File: src/design/memory_pkg.sv
package memory_pkg;

  // Target picked by the top two bits of the CPU word address
  typedef enum logic [1:0] {
    SEL_CONTROLLER = 2'd0,
    SEL_MOD        = 2'd1,
    SEL_PWE_TABLE  = 2'd2,
    SEL_STM        = 2'd3
  } bram_select_t;

  typedef enum logic [1:0] {
    ST_IDLE,
    ST_WRITE,
    ST_HOLD
  } bus_state_t;

  localparam int CPU_ADDR_W = 16;  // Word address on the CPU bus
  localparam int DATA_W = 16;
  localparam int BUS_ADDR_W = 14;  // Offset within one target
  localparam int BYTE_W = 8;

  // Controller register map
  localparam logic [BUS_ADDR_W-1:0] ADDR_MOD_WR_SEGMENT = 14'h000;
  localparam logic [BUS_ADDR_W-1:0] ADDR_STM_WR_SEGMENT = 14'h001;
  localparam logic [BUS_ADDR_W-1:0] ADDR_STM_WR_PAGE = 14'h002;
  localparam logic [BUS_ADDR_W-1:0] ADDR_SETTINGS_BASE = 14'h010;
  localparam int NUM_SETTINGS = 16;
  localparam int SETTINGS_IDX_W = $clog2(NUM_SETTINGS);

  // Modulation memory
  localparam int MOD_WORDS = 512;  // Per segment
  localparam int MOD_ADDR_W = $clog2(MOD_WORDS);
  localparam int MOD_IDX_W = MOD_ADDR_W + 1;  // Byte index

  // STM memory
  localparam int STM_PAGE_WORDS = 256;
  localparam int STM_PAGES = 4;
  localparam int STM_OFFSET_W = $clog2(STM_PAGE_WORDS);
  localparam int STM_PAGE_W = $clog2(STM_PAGES);
  localparam int STM_RD_ADDR_W = STM_PAGE_W + STM_OFFSET_W;  // Page and offset
  localparam int STM_SEG_WORDS = STM_PAGES * STM_PAGE_WORDS;

  // PWE table
  localparam int PWE_WORDS = 128;
  localparam int PWE_ADDR_W = $clog2(PWE_WORDS);
  localparam int PWE_IDX_W = PWE_ADDR_W + 1;  // Byte index

endpackage

File: src/design/memory_bus_if.sv
`timescale 1ns/10ps
interface memory_bus_if;
  import memory_pkg::*;

  logic                  wr;      // One-cycle write strobe
  bram_select_t          select;
  logic [BUS_ADDR_W-1:0] addr;
  logic [DATA_W-1:0]     data;

  modport ctrl (
    output wr,
    output select,
    output addr,
    output data
  );

  modport target (
    input wr,
    input select,
    input addr,
    input data
  );

endinterface

File: src/design/pwe_table.sv
`timescale 1ns/10ps
module pwe_table (
  input  logic                             CPU_CKIO,
  memory_bus_if.target                     bus,
  input  logic [memory_pkg::PWE_IDX_W-1:0] pwe_rd_idx,
  output logic [memory_pkg::BYTE_W-1:0]    pwe_rd_value
);
  import memory_pkg::*;

  logic [DATA_W-1:0] mem [PWE_WORDS];
  logic              wr_in_range;
  logic [DATA_W-1:0] rd_word;
  logic              rd_high;

  assign wr_in_range = (bus.addr[BUS_ADDR_W-1:PWE_ADDR_W] == '0);  // Offsets 0 to 127

  always_ff @(posedge CPU_CKIO) begin
    if (bus.wr && (bus.select == SEL_PWE_TABLE) && wr_in_range) begin
      mem[bus.addr[PWE_ADDR_W-1:0]] <= bus.data;
    end
  end

  always_ff @(posedge CPU_CKIO) begin
    rd_word <= mem[pwe_rd_idx[PWE_IDX_W-1:1]];
    rd_high <= pwe_rd_idx[0];
  end

  assign pwe_rd_value = rd_high ? rd_word[DATA_W-1:BYTE_W] : rd_word[BYTE_W-1:0];

endmodule

File: src/flat_wrapper.sv
// flat-port wrapper written by rule: the top's interface ports become plain ports
module pwe_table_flat import memory_pkg::*;
  (CPU_CKIO, pwe_rd_idx, pwe_rd_value, bus_wr, bus_select, bus_addr, bus_data);
  memory_bus_if bus_i ();
  input  logic CPU_CKIO;
  input  logic [memory_pkg::PWE_IDX_W-1:0] pwe_rd_idx;
  output logic [memory_pkg::BYTE_W-1:0] pwe_rd_value;
  input wire logic [$bits(bus_i.wr)-1:0] bus_wr;
  input wire logic [$bits(bus_i.select)-1:0] bus_select;
  input wire logic [$bits(bus_i.addr)-1:0] bus_addr;
  input wire logic [$bits(bus_i.data)-1:0] bus_data;
  assign bus_i.wr = bus_wr;
  assign bus_i.select = bus_select;
  assign bus_i.addr = bus_addr;
  assign bus_i.data = bus_data;
  pwe_table u_core (.CPU_CKIO(CPU_CKIO), .bus(bus_i), .pwe_rd_idx(pwe_rd_idx), .pwe_rd_value(pwe_rd_value));
endmodule
File: config.mk
export PLATFORM = sky130hd
export DESIGN_NAME = pwe_table_flat
export DESIGN_NICKNAME = d
export VERILOG_FILES = /design/src/design/memory_pkg.sv /design/src/design/memory_bus_if.sv /design/src/design/pwe_table.sv /design/src/flat_wrapper.sv
export SDC_FILE = /design/constraint.sdc
export NUM_CORES = 2
export LEC_CHECK = 0
export BUFFER_PORTS_ARGS = -buffer_cell sky130_fd_sc_hd__buf_2
export CORE_ASPECT_RATIO = 0.9
export CORE_MARGIN = 2
export CORE_UTILIZATION = 50
export CTS_CLUSTER_DIAMETER = 40
export DETAILED_ROUTE_END_ITERATION = 16
export PLACE_DENSITY_LB_ADDON = 0.15
export REMOVE_ABC_BUFFERS = 1
export SYNTH_ARGS = -nofsm -noshare
export SYNTH_HDL_FRONTEND = slang
export SYNTH_SLANG_ARGS = --single-unit
File: constraint.sdc
create_clock -name CPU_CKIO -period 5.2 [get_ports CPU_CKIO]
set_input_delay 0.78 -clock CPU_CKIO [delete_from_list [all_inputs] [get_ports CPU_CKIO]]
set_output_delay 0.78 -clock CPU_CKIO [all_outputs]
set_load 0.1 [all_outputs]
==> impl_metrics.toml <==
[place]
port-buffer-count = 49
gp_congestion = 0.8155
dpl.hpwl_um = 113000
pre_cts_ws_ps = 999.4

[timing]
hold_viol = 0
worst_pin_slew_ps = 1071
period_minus_slack_ps = 3365
post-route-period-util_pct = 64.72
slew_violations = 0
fmax_ghz = 0.2972
fin_skew_ps = 37.28
rsz0062_at_grt = "false"
setup-tns-final_ps = 0
setup_viol = 0
slew_headroom_pct = 28.59
worst_slack_ps = 1835

[cts]
post_cts_resized = 0
clk_pin_slew_ps = 60
cts_hold_buf = 1
post-cts-setup-buffers = 0
cts_root_buf = "clkbuf_16"
clockBufferDepth = 3
numCtsBuffers = 232
h-tree-depth = 4
insertion_delay_ps = 850
cts_tree = "yes"
cts.sinks = 2065

[synth]
synth.most_common_cell = "edfxtp_1"
synth-edff-count = 2048
ys_types = 18
synthTopCellsByArea = "edfxtp_1 (78%), mux4_2 (19%), nor2_1 (0.63%)"
syn_inst = 3088
synth-main-ff-cell = "edfxtp_1"
synth_top_cell_by_area = "edfxtp_1"
netlist_area_sq_um = 78590
ys_top_cells_by_count = "edfxtp_1 (2048), mux4_2 (672), nor2_1 (131)"
synth_area_per_cell_sq_um = 25.45
ys_seq_elements = 2065
synth_top_area_share_pct = 78.25
yosys_warnings = 0
seq_area_frac_synth_pct = 78.68
synthArstFlopShare_pct = 0

[routing]
drt_iter0_markers = 5048
drc = 0
wl_per_cell_um = 34.80
drt_wl_total_um = 199300
via_per_inst = 6.318
vias = 36180
firstDrtPassIters = 5
postRouteAntennaNets = 0

[floorplan]
num_io_pins = 50
die_area_sq_um = 160400
coreArea_sq_um = 156600
start_util_pct = 50.18
die_h_um = 380.1
row_count = 138
chipWidth_um = 421.9

[critical_path]
regToRegSetupSlack_ps = 2610
worst_ep_arrival_time_ps = 2590
cp-end-kind = "output port"
crit_required_ps = 4420
path_max_fanout = 8
reg2reg_to = "u_core.rd_word[7]"
critPathLaunch = "u_core.rd_high"
crit_type = "reg -> out"
start_kind = "flop"
reg2regPathDepth = 4
r2r-start = "u_core.mem[53][7]"

[cells_and_area]
area_growth_pct = 15.28
fillCellCount = 11080
final_net_count = 3472
drive_gt1_share_pct = 36.51
multi_input_area_sq_um = 16070
seqCellArea_sq_um = 61840
fin_util_pct = 57.85

[pwr]
p_sw_w = 0.007708
swShare_pct = 21.21
p_leak_nw = 28.19
combPwrFrac_pct = 4.8
p_seq_share_pct = 50.5
ir_drop_v = 0.0003153
p_per_area_nw_per_um2 = 401.2
p_total_w = 0.03635
p_int_w = 0.02864
clockPowerShare_pct = 44.8

[global_routing]
grt_first_pass_wirelength_um = 280300
grt_remaining_overflow = 0
grtUsageMet2_pct = 39.17
grt_antenna_before_repair = 21
grt_max_degree = 90
grt_usage_pct = 25.15
grt_pass1_vias = 36900
busiest_layer = "met2"
grtUsageMet3_pct = 5.943
grtUsageMet1_pct = 36.02

[hold_path]
min_from = "bus_data[13]"
whs_endpoint = "u_core.mem[92][13]"
whs_path_depth = 1
min_path_type = "in -> reg"

[run]
drv_cap = 0

[outcome]
run_status = "finished clean"
[per-stage QoR]
step	area, sq um	cells	hold slack (ps)
2_1_floorplan	77920	2928	807.7
3_3_place_gp	82850	5295	885.1
3_5_place_dp	82850	5295	886.4
4_1_cts	90590	5724	439.5
5_1_grt	90590	5725	475.5
6_report	90600	5726	498.8
[area by class of cell]
type                       count  share of cell area [%]
tap                         2100                   2.900
clock buffer                 277                   6.687
clock inverter               151                   1.844
timing repair buffer         268                   2.559
inverter                       1                0.004143
sequential                  2065                   68.26
antenna                        2                0.005524
multi-input combinational    862                   17.74
[critical path, cell delays in order, from the launching register on]
cell	delay (ps)
dfxtp_1	820
mux2_2	430
buf_2	480
[power groups by stage]
stage	sequential (W)	combinational (W)	clock, W
after floorplan	0.0187	0.000750	0
after global placement	0.0187	0.00171	0
after detailed placement	0.0187	0.00174	0
after CTS	0.0183	0.00175	0.0165
after global routing	0.0183	0.00181	0.0172
final	0.0183	0.00173	0.0163
[placed cells by master, fill, tap and decap left out, drive strengths merged]
master,netlist,final
diode,0,2
buf,80,267
bufinv,0,26
nand4bb,1,1
nor2,131,131
clkinvlp,0,24
or4,1,1
nor2b,6,6
clkbuf,80,277
nor4,2,2
edfxtp,2048,2048
nand3,8,8
dfxtp,17,17
nand2,15,15
or2,1,1
mux2,24,24
mux4,672,672
dlygate4sd3,0,1
inv,1,33
clkinv,0,69
nand4,1,1
[sequential cells by signal, indices dropped and copies added (netlist names)]
name,cells
u_core.rd_word,16
u_core.mem,2048
u_core.rd_high,1
[per-layer routing]
metal,vias to the layer above,part of all wire [%]
met3,307,9.2
met5,-,0.014
met4,4,2.7
met1,19860,40
li1,14240,-
met2,1769,48
[kinds of logic after synthesis]
| family | share of synthesized area [%] |
|---|---|
| buffers and inverters | 0.8629 |
| flip-flops | 78.68 |
| multiplexers | 19.60 |
| AND/OR/NAND/NOR | 0.8517 |
[worst max-delay path by stage]
stage,depth (start not counted),to
finish,2,pwe_rd_value[2]
floorplan,4,u_core.mem[127][0]
global route,2,pwe_rd_value[0]
global placement,6,u_core.rd_word[6]
detailed placement,6,u_core.rd_word[5]
CTS,2,pwe_rd_value[2]
No activity file was read; power rests on OpenSTA's default activity.
