[config.mk]
export PLATFORM = sky130hd
export DESIGN_NAME = bus_write_ctrl_flat
export DESIGN_NICKNAME = d
export VERILOG_FILES = /design/src/design/memory_pkg.sv /design/src/design/memory_bus_if.sv /design/src/design/bus_write_ctrl.sv /design/src/flat_wrapper.sv
export SDC_FILE = /design/constraint.sdc
export NUM_CORES = 1
export LEC_CHECK = 0
export BUFFER_PORTS_ARGS = -buffer_cell sky130_fd_sc_hd__clkbuf_2
export CORE_MARGIN = 3
export CORE_UTILIZATION = 35
export DETAILED_ROUTE_END_ITERATION = 10
export MAX_ROUTING_LAYER = met4
export PLACE_DENSITY = 0.8
export SYNTH_ARGS = -nofsm -noshare
export SYNTH_HDL_FRONTEND = slang
export SYNTH_SLANG_ARGS = --single-unit
[constraint.sdc]
create_clock -name CPU_CKIO -period 0.85 [get_ports CPU_CKIO]
set_input_delay 0.1275 -clock CPU_CKIO [delete_from_list [all_inputs] [get_ports CPU_CKIO]]
set_output_delay 0.1275 -clock CPU_CKIO [all_outputs]
set_load 0.02 [all_outputs]
[src/design/memory_pkg.sv]
package memory_pkg;

  // Target picked by the top two bits of the CPU word address
  typedef enum logic [1:0] {
    SEL_CONTROLLER = 2'd0,
    SEL_MOD        = 2'd1,
    SEL_PWE_TABLE  = 2'd2,
    SEL_STM        = 2'd3
  } bram_select_t;

  typedef enum logic [1:0] {
    ST_IDLE,
    ST_WRITE,
    ST_HOLD
  } bus_state_t;

  localparam int CPU_ADDR_W = 16;  // Word address on the CPU bus
  localparam int DATA_W = 16;
  localparam int BUS_ADDR_W = 14;  // Offset within one target
  localparam int BYTE_W = 8;

  // Controller register map
  localparam logic [BUS_ADDR_W-1:0] ADDR_MOD_WR_SEGMENT = 14'h000;
  localparam logic [BUS_ADDR_W-1:0] ADDR_STM_WR_SEGMENT = 14'h001;
  localparam logic [BUS_ADDR_W-1:0] ADDR_STM_WR_PAGE = 14'h002;
  localparam logic [BUS_ADDR_W-1:0] ADDR_SETTINGS_BASE = 14'h010;
  localparam int NUM_SETTINGS = 16;
  localparam int SETTINGS_IDX_W = $clog2(NUM_SETTINGS);

  // Modulation memory
  localparam int MOD_WORDS = 512;  // Per segment
  localparam int MOD_ADDR_W = $clog2(MOD_WORDS);
  localparam int MOD_IDX_W = MOD_ADDR_W + 1;  // Byte index

  // STM memory
  localparam int STM_PAGE_WORDS = 256;
  localparam int STM_PAGES = 4;
  localparam int STM_OFFSET_W = $clog2(STM_PAGE_WORDS);
  localparam int STM_PAGE_W = $clog2(STM_PAGES);
  localparam int STM_RD_ADDR_W = STM_PAGE_W + STM_OFFSET_W;  // Page and offset
  localparam int STM_SEG_WORDS = STM_PAGES * STM_PAGE_WORDS;

  // PWE table
  localparam int PWE_WORDS = 128;
  localparam int PWE_ADDR_W = $clog2(PWE_WORDS);
  localparam int PWE_IDX_W = PWE_ADDR_W + 1;  // Byte index

endpackage

[src/design/memory_bus_if.sv]
`timescale 1ns/10ps
interface memory_bus_if;
  import memory_pkg::*;

  logic                  wr;      // One-cycle write strobe
  bram_select_t          select;
  logic [BUS_ADDR_W-1:0] addr;
  logic [DATA_W-1:0]     data;

  modport ctrl (
    output wr,
    output select,
    output addr,
    output data
  );

  modport target (
    input wr,
    input select,
    input addr,
    input data
  );

endinterface

[src/design/bus_write_ctrl.sv]
`timescale 1ns/10ps
module bus_write_ctrl (
  input  logic                              CPU_CKIO,
  input  logic                              arst_n,
  input  logic [memory_pkg::CPU_ADDR_W-1:0] cpu_addr,
  input  logic [memory_pkg::DATA_W-1:0]     cpu_data,
  input  logic                              cpu_cn,
  input  logic                              cpu_we0_n,
  memory_bus_if.ctrl                        bus
);
  import memory_pkg::*;

  logic [CPU_ADDR_W-1:0] addr_q;
  logic [DATA_W-1:0]     data_q;
  logic                  en_q;
  logic                  we_q;
  bus_state_t            state;
  bus_state_t            state_next;

  always_ff @(posedge CPU_CKIO or negedge arst_n) begin
    if (!arst_n) begin
      en_q <= 1'b0;
      we_q <= 1'b0;
    end else begin
      en_q <= ~cpu_cn;     // Strobes are active low on the bus
      we_q <= ~cpu_we0_n;
    end
  end

  always_ff @(posedge CPU_CKIO) begin
    addr_q <= cpu_addr;
    data_q <= cpu_data;
  end

  always_ff @(posedge CPU_CKIO or negedge arst_n) begin
    if (!arst_n) begin
      state <= ST_IDLE;
    end else begin
      state <= state_next;
    end
  end

  // A long write-enable period still gives only one pulse
  always_comb begin
    state_next = state;
    case (state)
      ST_IDLE: begin
        if (en_q && we_q) begin
          state_next = ST_WRITE;
        end
      end
      ST_WRITE: state_next = ST_HOLD;
      ST_HOLD: begin
        if (!we_q) begin
          state_next = ST_IDLE;
        end
      end
      default: state_next = ST_IDLE;
    endcase
  end

  assign bus.wr     = (state == ST_WRITE);
  assign bus.select = bram_select_t'(addr_q[CPU_ADDR_W-1 -: 2]);  // Top two bits
  assign bus.addr   = addr_q[BUS_ADDR_W-1:0];
  assign bus.data   = data_q;

endmodule

[src/flat_wrapper.sv]
// flat-port wrapper written by rule: the top's interface ports become plain ports
module bus_write_ctrl_flat import memory_pkg::*;
  (CPU_CKIO, arst_n, cpu_addr, cpu_data, cpu_cn, cpu_we0_n, bus_wr, bus_select, bus_addr, bus_data);
  memory_bus_if bus_i ();
  input  logic CPU_CKIO;
  input  logic arst_n;
  input  logic [memory_pkg::CPU_ADDR_W-1:0] cpu_addr;
  input  logic [memory_pkg::DATA_W-1:0] cpu_data;
  input  logic cpu_cn;
  input  logic cpu_we0_n;
  output wire logic [$bits(bus_i.wr)-1:0] bus_wr;
  output wire logic [$bits(bus_i.select)-1:0] bus_select;
  output wire logic [$bits(bus_i.addr)-1:0] bus_addr;
  output wire logic [$bits(bus_i.data)-1:0] bus_data;
  assign bus_wr = bus_i.wr;
  assign bus_select = bus_i.select;
  assign bus_addr = bus_i.addr;
  assign bus_data = bus_i.data;
  bus_write_ctrl u_core (.CPU_CKIO(CPU_CKIO), .arst_n(arst_n), .cpu_addr(cpu_addr), .cpu_data(cpu_data), .cpu_cn(cpu_cn), .cpu_we0_n(cpu_we0_n), .bus(bus_i));
endmodule
==> impl_metrics.ini, run 1 <==
[sta]
worst_endpoint_kind = primary output
grt-worst-endpoint = bus_wr

[yosys]
syn_area_per_cell_um2 = 18.6
yosys_warnings = 0
synth_adder_area_share_pct = 0
synthXorXnorAreaFrac_pct = 0
synth.distinct_cells = 7
ys_seq_area_share_pct = 94.6
synthCells = 42
synthesis.nets = 78
synth_seq_cells = 36
syn-cell-area_um2 = 783
synth_simple_gate_area_share_pct = 4.47
synth-compound-area-share_pct = 0
synthMuxAreaShare_pct = 0
synth_top_family_by_area = simple AND/OR/NAND/NOR gates

[clocking]
root_buffer = clkbuf_4
cts.sinks = 36
htreeDepth = 2
numCtsBuffers = 5
clk_path_buf_depth = 2

[global_route]
grt_max_degree = 12
antenna_found_initial = 2

[floorplan]
io_pins = 69
row_count = 16
die_h_um = 53.3
initial_core_util_pct = 38.4
fp.dieW_um = 53.3

[run_status]
status = aborted with a tool error
first-error = [ERROR DPL-0033] detailed placement checks failed during check placement.
stop_stage = 5_1_grt

[placement]
dp_cells = 137
gp_congestion = 0.582
portBuffers = 68
-- per-stage QoR --
stage	hold WS, ns	TNS, ns	setup WS [ns]	instance area [um2]
after CTS	0.106	-3.08	-0.322	1940
after floorplan	-0.168	0	0.0424	783
after detailed placement	-0.0637	0	0.0398	1160
after global placement	-0.0679	0	0.0653	1160
-- logic make-up after synthesis --
kind of cell,after synthesis
buffers and inverters,2
flip-flops,36
AND/OR/NAND/NOR,4
-- synthesized netlist by cell type --
master / number / area, um2
dfxtp_1: 32 / 641
and4bb_2: 1 / 12.5
inv_1: 2 / 7.51
nor2b_2: 1 / 8.76
nand3b_1: 1 / 7.51
dfrtp_1: 4 / 100
nand2b_1: 1 / 6.26
-- timing repair --
item / in CTS
setup endpoints to repair: 33
gates resized for setup: 95
hold buffers: 35
hold endpoints to repair: 38
gates cloned: 0
pin swaps: 1
buffers inserted: 2
==> run 2: changes to the inputs <==
--- a/config.mk
+++ b/config.mk
@@ -6,11 +6,10 @@
 export NUM_CORES = 1
 export LEC_CHECK = 0
 export BUFFER_PORTS_ARGS = -buffer_cell sky130_fd_sc_hd__clkbuf_2
-export CORE_MARGIN = 3
-export CORE_UTILIZATION = 35
+export CORE_AREA = 3 3 64 66
 export DETAILED_ROUTE_END_ITERATION = 10
-export MAX_ROUTING_LAYER = met4
-export PLACE_DENSITY = 0.8
+export DIE_AREA = 0 0 67 69
+export PLACE_DENSITY_LB_ADDON = 0.15
 export SYNTH_ARGS = -nofsm -noshare
 export SYNTH_HDL_FRONTEND = slang
 export SYNTH_SLANG_ARGS = --single-unit
==> impl_metrics.ini, run 2 <==
[run_status]
status = complete, but fails checks
violations = negative setup slack

[global_route]
antenna_found_initial = 0
grtUsageTotal_pct = 10.7
grt_max_degree = 12
overflow = 0
grt_pass1_wl_mm = 3.64
grt_pass1_vias = 849

[critical_path]
cp_slowest_cell = dfrtp_1
worstSetupStartpointType = register
critPathLaunch = u_core.state[1]
critPathRequiredTime_ns = 0.72
crit_type = register to primary output
rr_startpoint = u_core.state[1]
end_kind = primary output
cp_max_fo = 2
arrival_ns = 0.95
cp_cell_sequence = nor2b_2 > clkbuf_8
cpPeakStageDelay_ns = 0.39

[sta]
post-route-period-util_pct = 127
final.min_clock_period_ns = 1.08
fmax_ghz = 0.928
whs_ns = 0.190
worstMarginPinSlew_ns = 0.0985
timing.final.hold_violations = 0
grt_setup_unrepaired = yes
fin_tns_setup_ns = -0.382
setup_violations = 7
layout_setup_ws_ns = -0.228
clock_skew_ns = 0.000187
maxSlewViolCount = 0
max_slew_margin_pct = 93.4

[floorplan]
fp.dieW_um = 67
core_area_um2 = 3630
initial_core_util_pct = 21.6
die_h_um = 69
row_count = 22
io_pins = 69
dieArea_um2 = 4620

[yosys]
yosysMostFrequentCell = dfxtp_1
ys_seq_area_share_pct = 94.6
synthCells = 42
async_reset_ff_share_pct = 11.1
ys.flop_type = dfxtp_1
synth.area.top_cells = dfxtp_1, dfrtp_1, and4bb_2
yosys_warnings = 0
syn_area_per_cell_um2 = 18.6
synth_area_leader_cell = dfxtp_1
synth_top_area_share_pct = 81.8
synth_seq_cells = 36
syn-cell-area_um2 = 783
synthesis.nets = 78
synthTopCellsByCount = dfxtp_1, dfrtp_1, inv_1
synth-edff-count = 0
synth.distinct_cells = 7

[cells_and_area]
diodes = 0
areaGrowthSynthToFinish_pct = 159
final_core_util_pct = 55.9
fin_nets = 191
drive_above_1_share_pct = 71.8
layout_common_cells = dlygate4sd3_1, clkbuf_2, buf_8, dfxtp_2, clkbuf_8
final_cells = 204

[clocking]
clk_path_buf_depth = 2
insertion_delay_ns = 0.27
clkTransAtPathRegs_ns = 0.06
cts_tree = yes
htreeDepth = 2
root_buffer = clkbuf_8
numCtsBuffers = 5
cts.sinks = 36

[detailed_routing]
drc = 0
vias_per_cell = 3.52
first_pass_iters = 4
vias = 719
final_antenna_net_count = 0
totalWireLength_mm = 2.24
routedWlPerCell_um = 11.0
drt_iter0_drc = 6

[placement]
dp_cells = 158
portBuffers = 68
gp_congestion = 0.635

[power]
power.leakage_nw = 0.950
power_density_nw_per_um2 = 1860
p_total_mw = 3.77
vdd_drop_max_uv = 1290

[worst_hold_path]
hold_path_class = input pin to async pin

[job]
max_cap_violations = 0
-- run 2: cell counts after synthesis --
Identical to the previous run, type by type.
-- run 2: logic make-up (layout without fill, tap and decap cells) --
group / after synthesis / after routing / synth area share, %
flip-flops: 36 / 36 / 94.6
AND/OR/NAND/NOR: 4 / 4 / 4.47
buffers and inverters: 2 / 116 / 0.959
-- run 2: repair_timing --
action,CTS,global route
hold endpoints to repair,38,0
resized for setup,94,37
pin swaps,1,1
endpoints found under the setup margin,33,34
setup buffers,2,1
hold buffers,35,0
-- run 2: metal layers --
layer  up-vias  routed length [um]  global-route usage (%)  part of all wire [%]
li1        352                   -                       -                     -
met1       317                 624                    9.13                    28
met2        42                1280                    18.9                    57
met3         8                 236                    7.33                    11
met4         0                  97                    3.83                   4.3
met5         -                   0                       0                     0
-- run 2: area by class of cell --
type | count | area [um2]
Clock inverter | 1 | 5.00
Clock buffer | 7 | 97.6
Inverter | 2 | 7.51
Fill cell | 306 | 1600
Timing Repair Buffer | 106 | 1050
Sequential cell | 36 | 781
Multi-Input combinational cell | 4 | 35.0
Tap cell | 48 | 60.1
-- run 2: power breakdown --
group          switching (mW)  internal (mW)  total, mW
clock                   0.550          0.751       1.30
sequential             0.0585           1.80       1.86
combinational           0.202          0.407      0.608
total                   0.810           2.96       3.77
-- run 2: worst paths after layout --
path                                          to  slack [ns]  cells after the start
worst max-delay path                      bus_wr       -0.23                      2
worst min-delay path             u_core.state[0]        0.19                      2
worst max register to register   u_core.state[0]       -0.11                      3
worst min register to register   u_core.state[1]        0.54                      2
max in group asynchronous            u_core.en_q        0.54                      2
min in group CPU_CKIO           u_core.addr_q[1]        0.48                      2
-- run 2: worst max-delay path: cells and delay by family (launching register included) --
| kind | cells | cell delay [ns] |
|---|---|---|
| AND/OR/NAND/NOR | 1 | 0.13 |
| buffers and inverters | 1 | 0.15 |
| flip-flops | 1 | 0.39 |
-- run 2: stage by stage --
stage / setup slack, ns / area [um2]
CTS: -0.247 / 1980
floorplan: 0.0424 / 783
global route: -0.279 / 2030
detailed placement: 0.0493 / 1180
global placement: 0.0638 / 1180
finish: -0.228 / 2030
(Power assumes the default switching activity.)
