--- src/design/memory_pkg.sv ---
package memory_pkg;

  // Target picked by the top two bits of the CPU word address
  typedef enum logic [1:0] {
    SEL_CONTROLLER = 2'd0,
    SEL_MOD        = 2'd1,
    SEL_PWE_TABLE  = 2'd2,
    SEL_STM        = 2'd3
  } bram_select_t;

  typedef enum logic [1:0] {
    ST_IDLE,
    ST_WRITE,
    ST_HOLD
  } bus_state_t;

  localparam int CPU_ADDR_W = 16;  // Word address on the CPU bus
  localparam int DATA_W = 16;
  localparam int BUS_ADDR_W = 14;  // Offset within one target
  localparam int BYTE_W = 8;

  // Controller register map
  localparam logic [BUS_ADDR_W-1:0] ADDR_MOD_WR_SEGMENT = 14'h000;
  localparam logic [BUS_ADDR_W-1:0] ADDR_STM_WR_SEGMENT = 14'h001;
  localparam logic [BUS_ADDR_W-1:0] ADDR_STM_WR_PAGE = 14'h002;
  localparam logic [BUS_ADDR_W-1:0] ADDR_SETTINGS_BASE = 14'h010;
  localparam int NUM_SETTINGS = 16;
  localparam int SETTINGS_IDX_W = $clog2(NUM_SETTINGS);

  // Modulation memory
  localparam int MOD_WORDS = 512;  // Per segment
  localparam int MOD_ADDR_W = $clog2(MOD_WORDS);
  localparam int MOD_IDX_W = MOD_ADDR_W + 1;  // Byte index

  // STM memory
  localparam int STM_PAGE_WORDS = 256;
  localparam int STM_PAGES = 4;
  localparam int STM_OFFSET_W = $clog2(STM_PAGE_WORDS);
  localparam int STM_PAGE_W = $clog2(STM_PAGES);
  localparam int STM_RD_ADDR_W = STM_PAGE_W + STM_OFFSET_W;  // Page and offset
  localparam int STM_SEG_WORDS = STM_PAGES * STM_PAGE_WORDS;

  // PWE table
  localparam int PWE_WORDS = 128;
  localparam int PWE_ADDR_W = $clog2(PWE_WORDS);
  localparam int PWE_IDX_W = PWE_ADDR_W + 1;  // Byte index

endpackage

--- src/design/memory_bus_if.sv ---
`timescale 1ns/10ps
interface memory_bus_if;
  import memory_pkg::*;

  logic                  wr;      // One-cycle write strobe
  bram_select_t          select;
  logic [BUS_ADDR_W-1:0] addr;
  logic [DATA_W-1:0]     data;

  modport ctrl (
    output wr,
    output select,
    output addr,
    output data
  );

  modport target (
    input wr,
    input select,
    input addr,
    input data
  );

endinterface

--- src/design/controller_regs.sv ---
`timescale 1ns/10ps
module controller_regs (
  input  logic                              CPU_CKIO,
  input  logic                              arst_n,
  memory_bus_if.target                      bus,
  input  logic [memory_pkg::BUS_ADDR_W-1:0] ctl_rd_addr,
  output logic [memory_pkg::DATA_W-1:0]     ctl_rd_data,
  output logic                              mod_wr_segment,
  output logic                              stm_wr_segment,
  output logic [memory_pkg::STM_PAGE_W-1:0] stm_wr_page
);
  import memory_pkg::*;

  logic [DATA_W-1:0] settings [NUM_SETTINGS];
  logic              wr_en;
  logic              wr_is_settings;
  logic              rd_is_settings;
  logic [DATA_W-1:0] rd_mux;

  assign wr_en = bus.wr && (bus.select == SEL_CONTROLLER);

  // Settings words occupy one aligned block of sixteen
  assign wr_is_settings = (bus.addr[BUS_ADDR_W-1:SETTINGS_IDX_W] ==
                           ADDR_SETTINGS_BASE[BUS_ADDR_W-1:SETTINGS_IDX_W]);
  assign rd_is_settings = (ctl_rd_addr[BUS_ADDR_W-1:SETTINGS_IDX_W] ==
                           ADDR_SETTINGS_BASE[BUS_ADDR_W-1:SETTINGS_IDX_W]);

  always_ff @(posedge CPU_CKIO or negedge arst_n) begin
    if (!arst_n) begin
      mod_wr_segment <= 1'b0;
      stm_wr_segment <= 1'b0;
      stm_wr_page    <= '0;
      for (int i = 0; i < NUM_SETTINGS; i++) begin
        settings[i] <= '0;
      end
    end else if (wr_en) begin
      if (wr_is_settings) begin
        settings[bus.addr[SETTINGS_IDX_W-1:0]] <= bus.data;
      end else begin
        case (bus.addr)
          ADDR_MOD_WR_SEGMENT: mod_wr_segment <= bus.data[0];
          ADDR_STM_WR_SEGMENT: stm_wr_segment <= bus.data[0];
          ADDR_STM_WR_PAGE:    stm_wr_page <= bus.data[STM_PAGE_W-1:0];
          default: ;  // Unmapped, dropped
        endcase
      end
    end
  end

  always_comb begin
    rd_mux = '0;
    if (rd_is_settings) begin
      rd_mux = settings[ctl_rd_addr[SETTINGS_IDX_W-1:0]];
    end else begin
      case (ctl_rd_addr)
        ADDR_MOD_WR_SEGMENT: rd_mux = {{(DATA_W-1){1'b0}}, mod_wr_segment};
        ADDR_STM_WR_SEGMENT: rd_mux = {{(DATA_W-1){1'b0}}, stm_wr_segment};
        ADDR_STM_WR_PAGE:    rd_mux = {{(DATA_W-STM_PAGE_W){1'b0}}, stm_wr_page};
        default:             rd_mux = '0;
      endcase
    end
  end

  always_ff @(posedge CPU_CKIO) begin
    ctl_rd_data <= rd_mux;
  end

endmodule

--- src/flat_wrapper.sv ---
// flat-port wrapper written by rule: the top's interface ports become plain ports
module controller_regs_flat import memory_pkg::*;
  (CPU_CKIO, arst_n, ctl_rd_addr, ctl_rd_data, mod_wr_segment, stm_wr_segment, stm_wr_page, bus_wr, bus_select, bus_addr, bus_data);
  memory_bus_if bus_i ();
  input  logic CPU_CKIO;
  input  logic arst_n;
  input  logic [memory_pkg::BUS_ADDR_W-1:0] ctl_rd_addr;
  output logic [memory_pkg::DATA_W-1:0] ctl_rd_data;
  output logic mod_wr_segment;
  output logic stm_wr_segment;
  output logic [memory_pkg::STM_PAGE_W-1:0] stm_wr_page;
  input wire logic [$bits(bus_i.wr)-1:0] bus_wr;
  input wire logic [$bits(bus_i.select)-1:0] bus_select;
  input wire logic [$bits(bus_i.addr)-1:0] bus_addr;
  input wire logic [$bits(bus_i.data)-1:0] bus_data;
  assign bus_i.wr = bus_wr;
  assign bus_i.select = bus_select;
  assign bus_i.addr = bus_addr;
  assign bus_i.data = bus_data;
  controller_regs u_core (.CPU_CKIO(CPU_CKIO), .arst_n(arst_n), .bus(bus_i), .ctl_rd_addr(ctl_rd_addr), .ctl_rd_data(ctl_rd_data), .mod_wr_segment(mod_wr_segment), .stm_wr_segment(stm_wr_segment), .stm_wr_page(stm_wr_page));
endmodule
--- config.mk ---
export PLATFORM = sky130hd
export DESIGN_NAME = controller_regs_flat
export DESIGN_NICKNAME = d
export VERILOG_FILES = /design/src/design/memory_pkg.sv /design/src/design/memory_bus_if.sv /design/src/design/controller_regs.sv /design/src/flat_wrapper.sv
export SDC_FILE = /design/constraint.sdc
export NUM_CORES = 1
export LEC_CHECK = 0
export BUFFER_PORTS_ARGS = -buffer_cell sky130_fd_sc_hd__buf_2
export CAP_MARGIN = 10
export CORE_AREA = 2 2 226 228
export CTS_BUF_LIST = sky130_fd_sc_hd__clkbuf_4 sky130_fd_sc_hd__clkbuf_8
export DETAILED_ROUTE_END_ITERATION = 16
export DIE_AREA = 0 0 228 230
export SKIP_LAST_GASP = 1
export SLEW_MARGIN = 20
export SYNTH_ARGS = -nofsm -noshare
export SYNTH_HDL_FRONTEND = slang
export SYNTH_SLANG_ARGS = --single-unit
--- constraint.sdc ---
create_clock -name CPU_CKIO -period 2.9 [get_ports CPU_CKIO]
set_clock_uncertainty 0.15 [all_clocks]
set_input_delay 0.58 -clock CPU_CKIO [delete_from_list [all_inputs] [get_ports CPU_CKIO]]
set_output_delay 0.58 -clock CPU_CKIO [all_outputs]
set_load 0.02 [all_outputs]
==> results of run 1 <==
power by group through the flow:
stage / sequential (mW) / clock [mW] / combinational, mW
after detailed placement: 3.92 / 0 / 0.343
after floorplan: 3.92 / 0 / 0.141
final: 3.85 / 3.36 / 0.336
after global placement: 3.92 / 0 / 0.337
after global routing: 3.85 / 3.67 / 0.372
after CTS: 3.85 / 3.48 / 0.345
final timing paths:
| kind | startpoint | endpoint | cells after the start |
|---|---|---|---|
| worst max register to register | u_core.settings[17]$_DFFE_PN0P_ | u_core.ctl_rd_data[1]$_DFF_P_ | 4 |
| worst min register to register | u_core.settings[217]$_DFFE_PN0P_ | u_core.settings[217]$_DFFE_PN0P_ | 1 |
| min in group asynchronous | arst_n | u_core.settings[38]$_DFFE_PN0P_ | 2 |
| max in group asynchronous | arst_n | u_core.settings[164]$_DFFE_PN0P_ | 3 |
| worst min-delay path | bus_data[14] | u_core.settings[62]$_DFFE_PN0P_ | 2 |
| worst max-delay path | bus_select[0] | u_core.settings[148]$_DFFE_PN0P_ | 6 |
cell usage after synthesis, types with 2 or more instances:
master / n
o21ai_0: 2
or2_2: 2
mux2_2: 198
o22ai_1: 14
nand2b_1: 5
nor3_1: 2
nand4_1: 6
buf_4: 10
dfrtp_1: 260
buf_1: 21
dfxtp_1: 16
nor4_4: 2
mux4_2: 64
buf_2: 17
nor4_1: 4
nor2_2: 9
clkbuf_1: 11
nor3_4: 6
nand2_1: 3
mux2i_1: 33
mux2_1: 62
placed cells by master (no fill, tap or decap), types with 2 or more instances in the layout:
cell | synthesis | routed
nor3_1 | 2 | 2
mux2i_1 | 33 | 33
mux2_2 | 198 | 198
or2_2 | 2 | 2
nor3_4 | 6 | 6
nor2_2 | 9 | 9
o21ai_0 | 2 | 2
nor4_4 | 2 | 2
diode_2 | 0 | 2
buf_4 | 10 | 12
nor4_1 | 4 | 4
dfxtp_1 | 16 | 16
mux2_1 | 62 | 62
dfrtp_1 | 260 | 260
nand4_1 | 6 | 6
o22ai_1 | 14 | 14
nand2b_1 | 5 | 5
mux4_2 | 64 | 64
nand2_1 | 3 | 3
clkbuf_8 | 0 | 52
buf_12 | 0 | 23
buf_2 | 17 | 66
clkbuf_4 | 0 | 21
per-stage QoR:
stage	total power, mW	cells	hold slack, ps	cell area [um^2]	setup slack [ps]
6_report	7.55	1553	314	14700	893
5_1_grt	7.89	1551	307	14700	811
4_1_cts	7.67	1551	261	14700	915
3_5_place_dp	4.26	1475	320	13800	318
3_3_place_gp	4.26	1475	312	13800	359
2_1_floorplan	4.06	760	134	12300	461
repair_timing:
item	in CTS	in global routing
hold buffers	1	0
setup buffers	0	0
hold endpoints to repair	61	0
routing by layer:
metal / up-vias / wire [um]
li1: 3036 / -
met1: 3700 / 14600
met2: 151 / 12900
met3: 37 / 1310
met4: 2 / 406
met5: - / 13
layout make-up:
type,count,area [um^2]
diodes,2,5.00
clock buffers,73,873
clock inverters,2,12.5
fillers,5021,35200
multi-input cells,425,5240
flip-flops and latches,276,6830
well taps,672,841
repair buffers,103,906
registers in the layout, summed over array words and instances, names as in the netlist:
register,flops
u_core.stm_wr_page,2
u_core.stm_wr_segment,1
u_core.mod_wr_segment,1
u_core.ctl_rd_data,16
u_core.settings,256
kinds of logic (layout without fill, tap and decap cells):
family	after synthesis	after routing	share of synthesized area (%)
muxes	357	357	38.1
DFF	276	276	55.3
buffers and inverters	59	178	2.27
and+or+nand+nor	50	50	3.45
AOI/OAI and AO/OA	18	18	0.942
other	0	2	0
==> flow_summary_export.csv, run 1 <==
group,metric,value,unit
synth,syn_nets,809,
global_routing,grt_pass1_wl,46000,um
detailed_routing,firstDrtPassIters,4,
synth,synth.top_cell.area_share,52.7,%
global_routing,antenna_found_initial,1,
floorplan,die_h,230,um
run,max_cap_viol_count,0,
setup_path,worstPathRequired,3170,ps
pwr,clkPwrFrac,44.5,%
hold_path,hold_class,"in -> reg",
pwr,comb_power_share,4.4,%
timing,final_hold_viol_count,0,
clocking,clockBufferDepth,3,
cells_and_area,final_core_util,29.5,%
floorplan,boundaryPins,69,
setup_path,crit_chain,"buf_2 -> nor4b_4 -> nand4_4 -> nor3_4 -> buf_12 -> mux2_2",
cells_and_area,drive_above_1_share,52.3,%
cells_and_area,nNetsFinal,897,
pwr,total_leakage_power,7.00,nW
detailed_routing,drc,0,
detailed_routing,vias,6926,
synth,yosysWarnings,0,
setup_path,crit_fanout,16,
clocking,cts-root-buf,"clkbuf_8",
pwr,p_seq_share,51.0,%
setup_path,slowest_delay,420,ps
global_routing,track_usage,11.4,%
floorplan,row_count,82,
clocking,cts.repair.resized,0,
timing,fmax,0.498,GHz
timing,rsz0062_at_grt,"false",
setup_path,cpMaxStageDelayCell,"nor4b_4",
synth,ys_seq_area_share,55.3,%
detailed_routing,drtIter0Drc,410,
global_routing,grt_start_max_net_pins,68,
timing,timing.final.crit_share,69.2,%
pwr,switching_share,22.7,%
place,gp_congestion,0.740,
clocking,cts_made_buffers,42,
clocking,cts_tree,"yes",
clocking,cts_max_level,2,
setup_path,critPathTopFamily,"simple AND/OR/NAND/NOR gates",
timing,min_period,2010,ps
clocking,cts.clk_slew.worst_paths,60,ps
setup_path,r2r_slack,1250,ps
floorplan,initial_core_util,24.8,%
synth,ys_ff_latch,276,
floorplan,coreArea,49900,um^2
setup_path,cp-end-kind,"flip-flop",
global_routing,use_met1,16.5,%
global_routing,busiest_layer,"met2",
pwr,p_int,5.84,mW
synth,synthCells,760,
global_routing,met2_usage,17.3,%
pwr,vdd_ir_drop_max,246,uV
detailed_routing,totalWireLength,29200,um
timing,setup_viol,0,
global_routing,grtUsageMet3,2.46,%
place,post-dp-hpwl,17900,um
synth,synthDistinctLibCells,34,
synth,synth_area_leaders,"dfrtp_1 (53%), mux2_2 (18%), mux4_2 (12%)",
global_routing,grt_pass1_vias,7683,
setup_path,critPathArrivalTime,2280,ps
pwr,power.net_switching,1.71,mW
synth,synth.largest_area_cell,"dfrtp_1",
clocking,clkLatencyLatePin,560,ps
setup_path,crit_path_start_kind,"input pin",
synth,syn_area,12300,um^2
floorplan,fp.dieW,228,um
global_routing,gr-total-overflow,0,
place,port_buffers,68,
timing,fin_tns_setup,0,ps
detailed_routing,ant_nets,0,
timing,tightestPinTransition,550,ps
timing,slew_headroom,63.3,%
pwr,p_per_area,513,nW/um^2
synth,avgSynthCellArea,16.2,um^2
timing,drv_slew,0,
clocking,cts_sinks,276,
cells_and_area,area_delta_synth_final,19.1,%
detailed_routing,avgRoutedWirePerCell,18.8,um
setup_path,cp_num_buf_inv,2,
synth,synth_edf_count,0,
detailed_routing,routed_via_density,4.46,
synth,async_flop_share,94.2,%
setup_path,critPathKind,"in -> reg",
run_status,status,"completed",
synth,synth_flop_cell,"dfrtp_1",
floorplan,dieArea,52400,um^2
Note: power is estimated with default switching activity, not from simulation.
==> inputs of run 2 (changes only) <==
==> constraint.sdc (replaced) <==
create_clock -name CPU_CKIO -period 1.8 [get_ports CPU_CKIO]
set_clock_uncertainty 0.15 [all_clocks]
set_input_delay 0.36 -clock CPU_CKIO [delete_from_list [all_inputs] [get_ports CPU_CKIO]]
set_output_delay 0.36 -clock CPU_CKIO [all_outputs]
set_load 0.02 [all_outputs]
==> flow_summary_export.csv, run 2 (synthesis gave the netlist of run 1 again) <==
group,metric,value,unit
cells_and_area,drive_above_1_share,60.6,%
place,gp_congestion,0.726,
run_status,status,"completed",
detailed_routing,avgRoutedWirePerCell,18.7,um
place,dp.cells,1508,
timing,timing.final.crit_share,93.3,%
pwr,total_power,12.1,mW
timing,fmax,0.595,GHz
timing,final_hold_viol_count,0,
clocking,cts_tree,"yes",
cells_and_area,nFillCells,4990,
pwr,vdd_ir_drop_max,444,uV
setup_path,worstPathRequired,2070,ps
setup_path,crit_chain,"buf_2 -> nor4_4 -> buf_4 -> nand4_4 -> nor3_4 -> buf_12 -> mux2_2",
global_routing,grt_start_max_net_pins,56,
cells_and_area,largest_register_ffs,256,
timing,drv_slew,0,
clocking,cts.repair.resized,0,
setup_path,critPathArrivalTime,1960,ps
global_routing,gr-total-overflow,0,
floorplan,coreArea,49900,um^2
cells_and_area,fin_area,15300,um^2
detailed_routing,totalWireLength,29700,um
place,dp_slack,-457,ps
floorplan,boundaryPins,69,
timing,fin_tns_setup,0,ps
floorplan,die_h,230,um
floorplan,dieArea,52400,um^2
global_routing,grt_pass1_wl,47000,um
floorplan,row_count,82,
detailed_routing,vias,7033,
timing,rsz0062_at_grt,"false",
run,max_cap_viol_count,0,
clocking,cts_sinks,276,
clocking,cts-root-buf,"clkbuf_8",
clocking,cts.clk_slew.worst_paths,60,ps
clocking,cts_max_level,2,
cells_and_area,area_delta_synth_final,23.7,%
cells_and_area,top_register,"u_core.settings",
pwr,p_per_area,793,nW/um^2
setup_path,critPathKind,"in -> reg",
clocking,clkLatencyLatePin,570,ps
cells_and_area,reg_top3,"u_core.settings: 256 flops, u_core.ctl_rd_data: 16 flops, u_core.stm_wr_page: 2 flops",
setup_path,crit_fanout,16,
cells_and_area,final_cell_mix,"dfrtp_1 (260), mux2_2 (180), mux2_4 (77)",
timing,setup_slack,120,ps
clocking,cts_made_buffers,44,
global_routing,grt_pass1_vias,7722,
floorplan,initial_core_util,24.8,%
clocking,clockBufferDepth,3,
place,place_area,14400,um^2
floorplan,fp.dieW,228,um
timing,setup_viol,0,
detailed_routing,firstDrtPassIters,4,
place,post-dp-hpwl,19100,um
detailed_routing,drc,0,
detailed_routing,ant_nets,0,
timing,tightestPinTransition,443,ps
detailed_routing,routed_via_density,4.44,
global_routing,track_usage,11.6,%
hold_path,hold_class,"in -> reg",
cells_and_area,instances_no_fill,1584,
cells_and_area,final_common_cell,"dfrtp_1",
setup_path,cpMaxStageDelayCell,"mux2_2",
detailed_routing,drtIter0Drc,423,
setup_path,cp-end-kind,"flip-flop",
global_routing,antenna_found_initial,2,
pwr,total_leakage_power,7.19,nW
cells_and_area,nNetsFinal,932,
place,port_buffers,68,
timing,min_period,1680,ps
timing,slew_headroom,70.5,%
setup_path,crit_path_start_kind,"input pin",
setup_path,slowest_delay,360,ps
clocking,cts_setup_buffers,0,
==> run 2: area by class of cell <==
type                    instances  area [um^2]  share of cell area (%)
flip-flops and latches        276         6830                    44.7
multi-input cells             425         5540                    36.3
repair buffers                136         1220                    7.96
well taps                     672          841                    5.50
clock buffers                  68          817                    5.35
clock inverters                 6         33.8                   0.221
diodes                          1         2.50                  0.0164
==> run 2: final timing paths <==
| check | cells after the start | from | slack (ps) | endpoint |
|---|---|---|---|---|
| setup / recovery | 7 | bus_addr[9] | 120 | u_core.settings[208]$_DFFE_PN0P_ |
| hold / removal | 5 | ctl_rd_addr[8] | 110 | u_core.ctl_rd_data[0]$_DFF_P_ |
| setup reg to reg | 3 | u_core.settings[62]$_DFFE_PN0P_ | 180 | u_core.ctl_rd_data[14]$_SDFF_PN0_ |
| hold reg to reg | 1 | u_core.settings[174]$_DFFE_PN0P_ | 340 | u_core.settings[174]$_DFFE_PN0P_ |
| max in group asynchronous | 3 | arst_n | 710 | u_core.settings[112]$_DFFE_PN0P_ |
| min in group asynchronous | 2 | arst_n | 140 | u_core.settings[123]$_DFFE_PN0P_ |
==> run 2: through the flow <==
stage | hold WS, ps | util [%]
4_1_cts | 75.4 | 30.6
2_1_floorplan | -85.6 | -
3_3_place_gp | 141 | 28.9
3_5_place_dp | 145 | 28.9
6_report | 114 | 30.6
5_1_grt | 115 | 30.6
==> run 2: timing repair <==
action | 4_1_cts | 5_1_grt
endpoints found under the setup margin | 0 | 0
hold buffers | 1 | 0
hold endpoints to repair | 260 | 0
==> run 2: where the power goes <==
group / internal (mW) / leakage [nW] / switching [mW]
Combinational: 0.217 / 2.97 / 0.382
Clock: 2.87 / 0.464 / 2.44
Sequential: 6.20 / 3.76 / 0.00103
Total: 9.29 / 7.19 / 2.83
==> run 2: worst max-delay path, delay by kind of cell <==
family	cells	cell delay (ps)
buffers and inverters	3	510
muxes	1	360
and+or+nand+nor	3	720
==> run 2: metal layers <==
| layer | vias to the layer above | part of all wire, % | global-route usage (%) |
|---|---|---|---|
| li1 | 3099 | - | - |
| met1 | 3719 | 49 | 17.0 |
| met2 | 175 | 44 | 17.3 |
| met3 | 38 | 5.5 | 2.33 |
| met4 | 2 | 1.4 | 2.84 |
| met5 | - | 0.044 | 0 |
==> inputs of run 3 (changes only) <==
==> constraint.sdc (replaced) <==
create_clock -name CPU_CKIO -period 1.8 [get_ports CPU_CKIO]
set_clock_uncertainty 0.15 [all_clocks]
set_input_delay 0.36 -clock CPU_CKIO [delete_from_list [all_inputs] [get_ports CPU_CKIO]]
set_output_delay 0.36 -clock CPU_CKIO [all_outputs]
set_load 0.1 [all_outputs]
==> flow_summary_export.csv, run 3 (synthesis gave the netlist of run 1 again) <==
group,metric,value,unit
pwr,total_leakage_power,7.19,nW
cells_and_area,final_common_cell,"dfrtp_1",
setup_path,cp_num_buf_inv,1,
clocking,cts_sinks,276,
pwr,p_per_area,790,nW/um^2
place,post-dp-hpwl,19100,um
detailed_routing,totalWireLength,29700,um
clocking,cts_tree,"yes",
floorplan,row_count,82,
timing,slew_headroom,70.5,%
floorplan,dieArea,52400,um^2
detailed_routing,firstDrtPassIters,4,
clocking,cts_setup_buffers,0,
setup_path,r2r-start,"u_core.settings[146]$_DFFE_PN0P_",
setup_path,crit_chain,"buf_6",
floorplan,fp.dieW,228,um
clocking,cts_max_level,2,
floorplan,boundaryPins,69,
cells_and_area,top_register,"u_core.settings",
detailed_routing,top_layer_used,"met5",
floorplan,coreArea,49900,um^2
run,max_cap_viol_count,0,
global_routing,grt_pass1_vias,7704,
place,gp_congestion,0.726,
detailed_routing,wl_met2,13100,um
detailed_routing,drc,0,
timing,fin_tns_setup,0,ps
setup_path,critPathArrivalTime,1210,ps
setup_path,critPathTopFamily,"flip-flops",
detailed_routing,drt-met1-wl,14600,um
setup_path,cpMaxStageDelayCell,"dfrtp_1",
cells_and_area,area_delta_synth_final,24.2,%
cells_and_area,instances_no_fill,1584,
cells_and_area,final_core_util,30.8,%
timing,min_period,1720,ps
setup_path,crit_fanout,3,
detailed_routing,avgRoutedWirePerCell,18.7,um
global_routing,grt_start_max_net_pins,56,
cells_and_area,reg_top3,"u_core.settings: 256 flops, u_core.ctl_rd_data: 16 flops, u_core.stm_wr_page: 2 flops",
floorplan,die_h,230,um
timing,rsz0062_at_grt,"false",
clocking,cts_made_buffers,44,
timing,setup_viol,0,
global_routing,track_usage,11.6,%
global_routing,gr-total-overflow,0,
timing,tightestPinTransition,442,ps
pwr,vdd_ir_drop_max,444,uV
setup_path,worstSetupStartpoint,"u_core.stm_wr_page[0]$_DFFE_PN0P_",
hold_path,hold_class,"in -> reg",
place,port_buffers,68,
global_routing,antenna_found_initial,2,
setup_path,critPathKind,"reg -> out",
detailed_routing,routed-wl-met3,1530,um
detailed_routing,routed_via_density,4.44,
detailed_routing,vias,7034,
detailed_routing,ant_nets,0,
clocking,clockBufferDepth,3,
setup_path,cp-end-kind,"primary output",
cells_and_area,largest_register_ffs,256,
timing,timing.hold.ws,115,ps
place,dp.cells,1508,
run_status,status,"completed",
clocking,clkLatencyLatePin,570,ps
global_routing,grt_pass1_wl,47000,um
cells_and_area,drive_above_1_share,60.6,%
timing,drv_slew,0,
timing,fmax,0.583,GHz
cells_and_area,final_cell_mix,"dfrtp_1 (260), mux2_2 (180), mux2_4 (77)",
hold_path,hp-start,"ctl_rd_addr[8]",
cells_and_area,nNetsFinal,932,
timing,final_hold_viol_count,0,
pwr,total_power,12.1,mW
clocking,cts.clk_slew.worst_paths,60,ps
setup_path,worstPathRequired,1290,ps
setup_path,slowest_delay,390,ps
setup_path,crit_path_start_kind,"flip-flop",
timing,timing.final.crit_share,95.3,%
clocking,cts-root-buf,"clkbuf_8",
floorplan,initial_core_util,24.8,%
detailed_routing,drtIter0Drc,448,
[run 3: layer usage]
| metal | global-route usage, % | vias to the layer above |
|---|---|---|
| met3 | 2.37 | 38 |
| li1 | - | 3104 |
| met4 | 2.84 | 2 |
| met1 | 17.1 | 3735 |
| met2 | 17.2 | 155 |
| met5 | 0 | - |
[run 3: final cells by class]
cell class	instances	area, um^2
Antenna cell	1	2.50
Clock buffer	68	817
Clock inverter	6	33.8
Fill cell	4988	34500
Multi-Input combinational cell	425	5540
Sequential cell	276	6830
Tap cell	672	841
Timing Repair Buffer	136	1280
[run 3: path summary, 6_finish.rpt]
kind	to	slack (ps)	depth (start not counted)
hold reg to reg	u_core.settings[174]$_DFFE_PN0P_	340	1
hold / removal	u_core.ctl_rd_data[0]$_DFF_P_	120	5
setup / recovery	stm_wr_page[0]	80	1
setup reg to reg	u_core.ctl_rd_data[2]$_SDFF_PN0_	200	3
min in group asynchronous	u_core.settings[123]$_DFFE_PN0P_	150	2
max in group asynchronous	u_core.settings[112]$_DFFE_PN0P_	700	3
[run 3: per-stage QoR]
stage	area, um^2	setup slack, ps
after floorplan	12700	-361
after global placement	14400	-425
after detailed placement	14400	-457
after CTS	15300	-12.3
after global routing	15300	4.20
final	15300	84.1
[run 3: report_power, final]
part / switching [mW] / internal [mW] / total (mW)
clock: 2.44 / 2.87 / 5.31
combinational: 0.383 / 0.217 / 0.599
sequential: 0.00104 / 6.20 / 6.20
total: 2.83 / 9.29 / 12.1
[run 3: repair_timing]
| item | 4_1_cts | 5_1_grt |
|---|---|---|
| endpoints found under the hold margin | 260 | 0 |
| setup endpoints to repair | 20 | 1 |
| hold buffers | 1 | 0 |
| gates resized for setup | 23 | 1 |
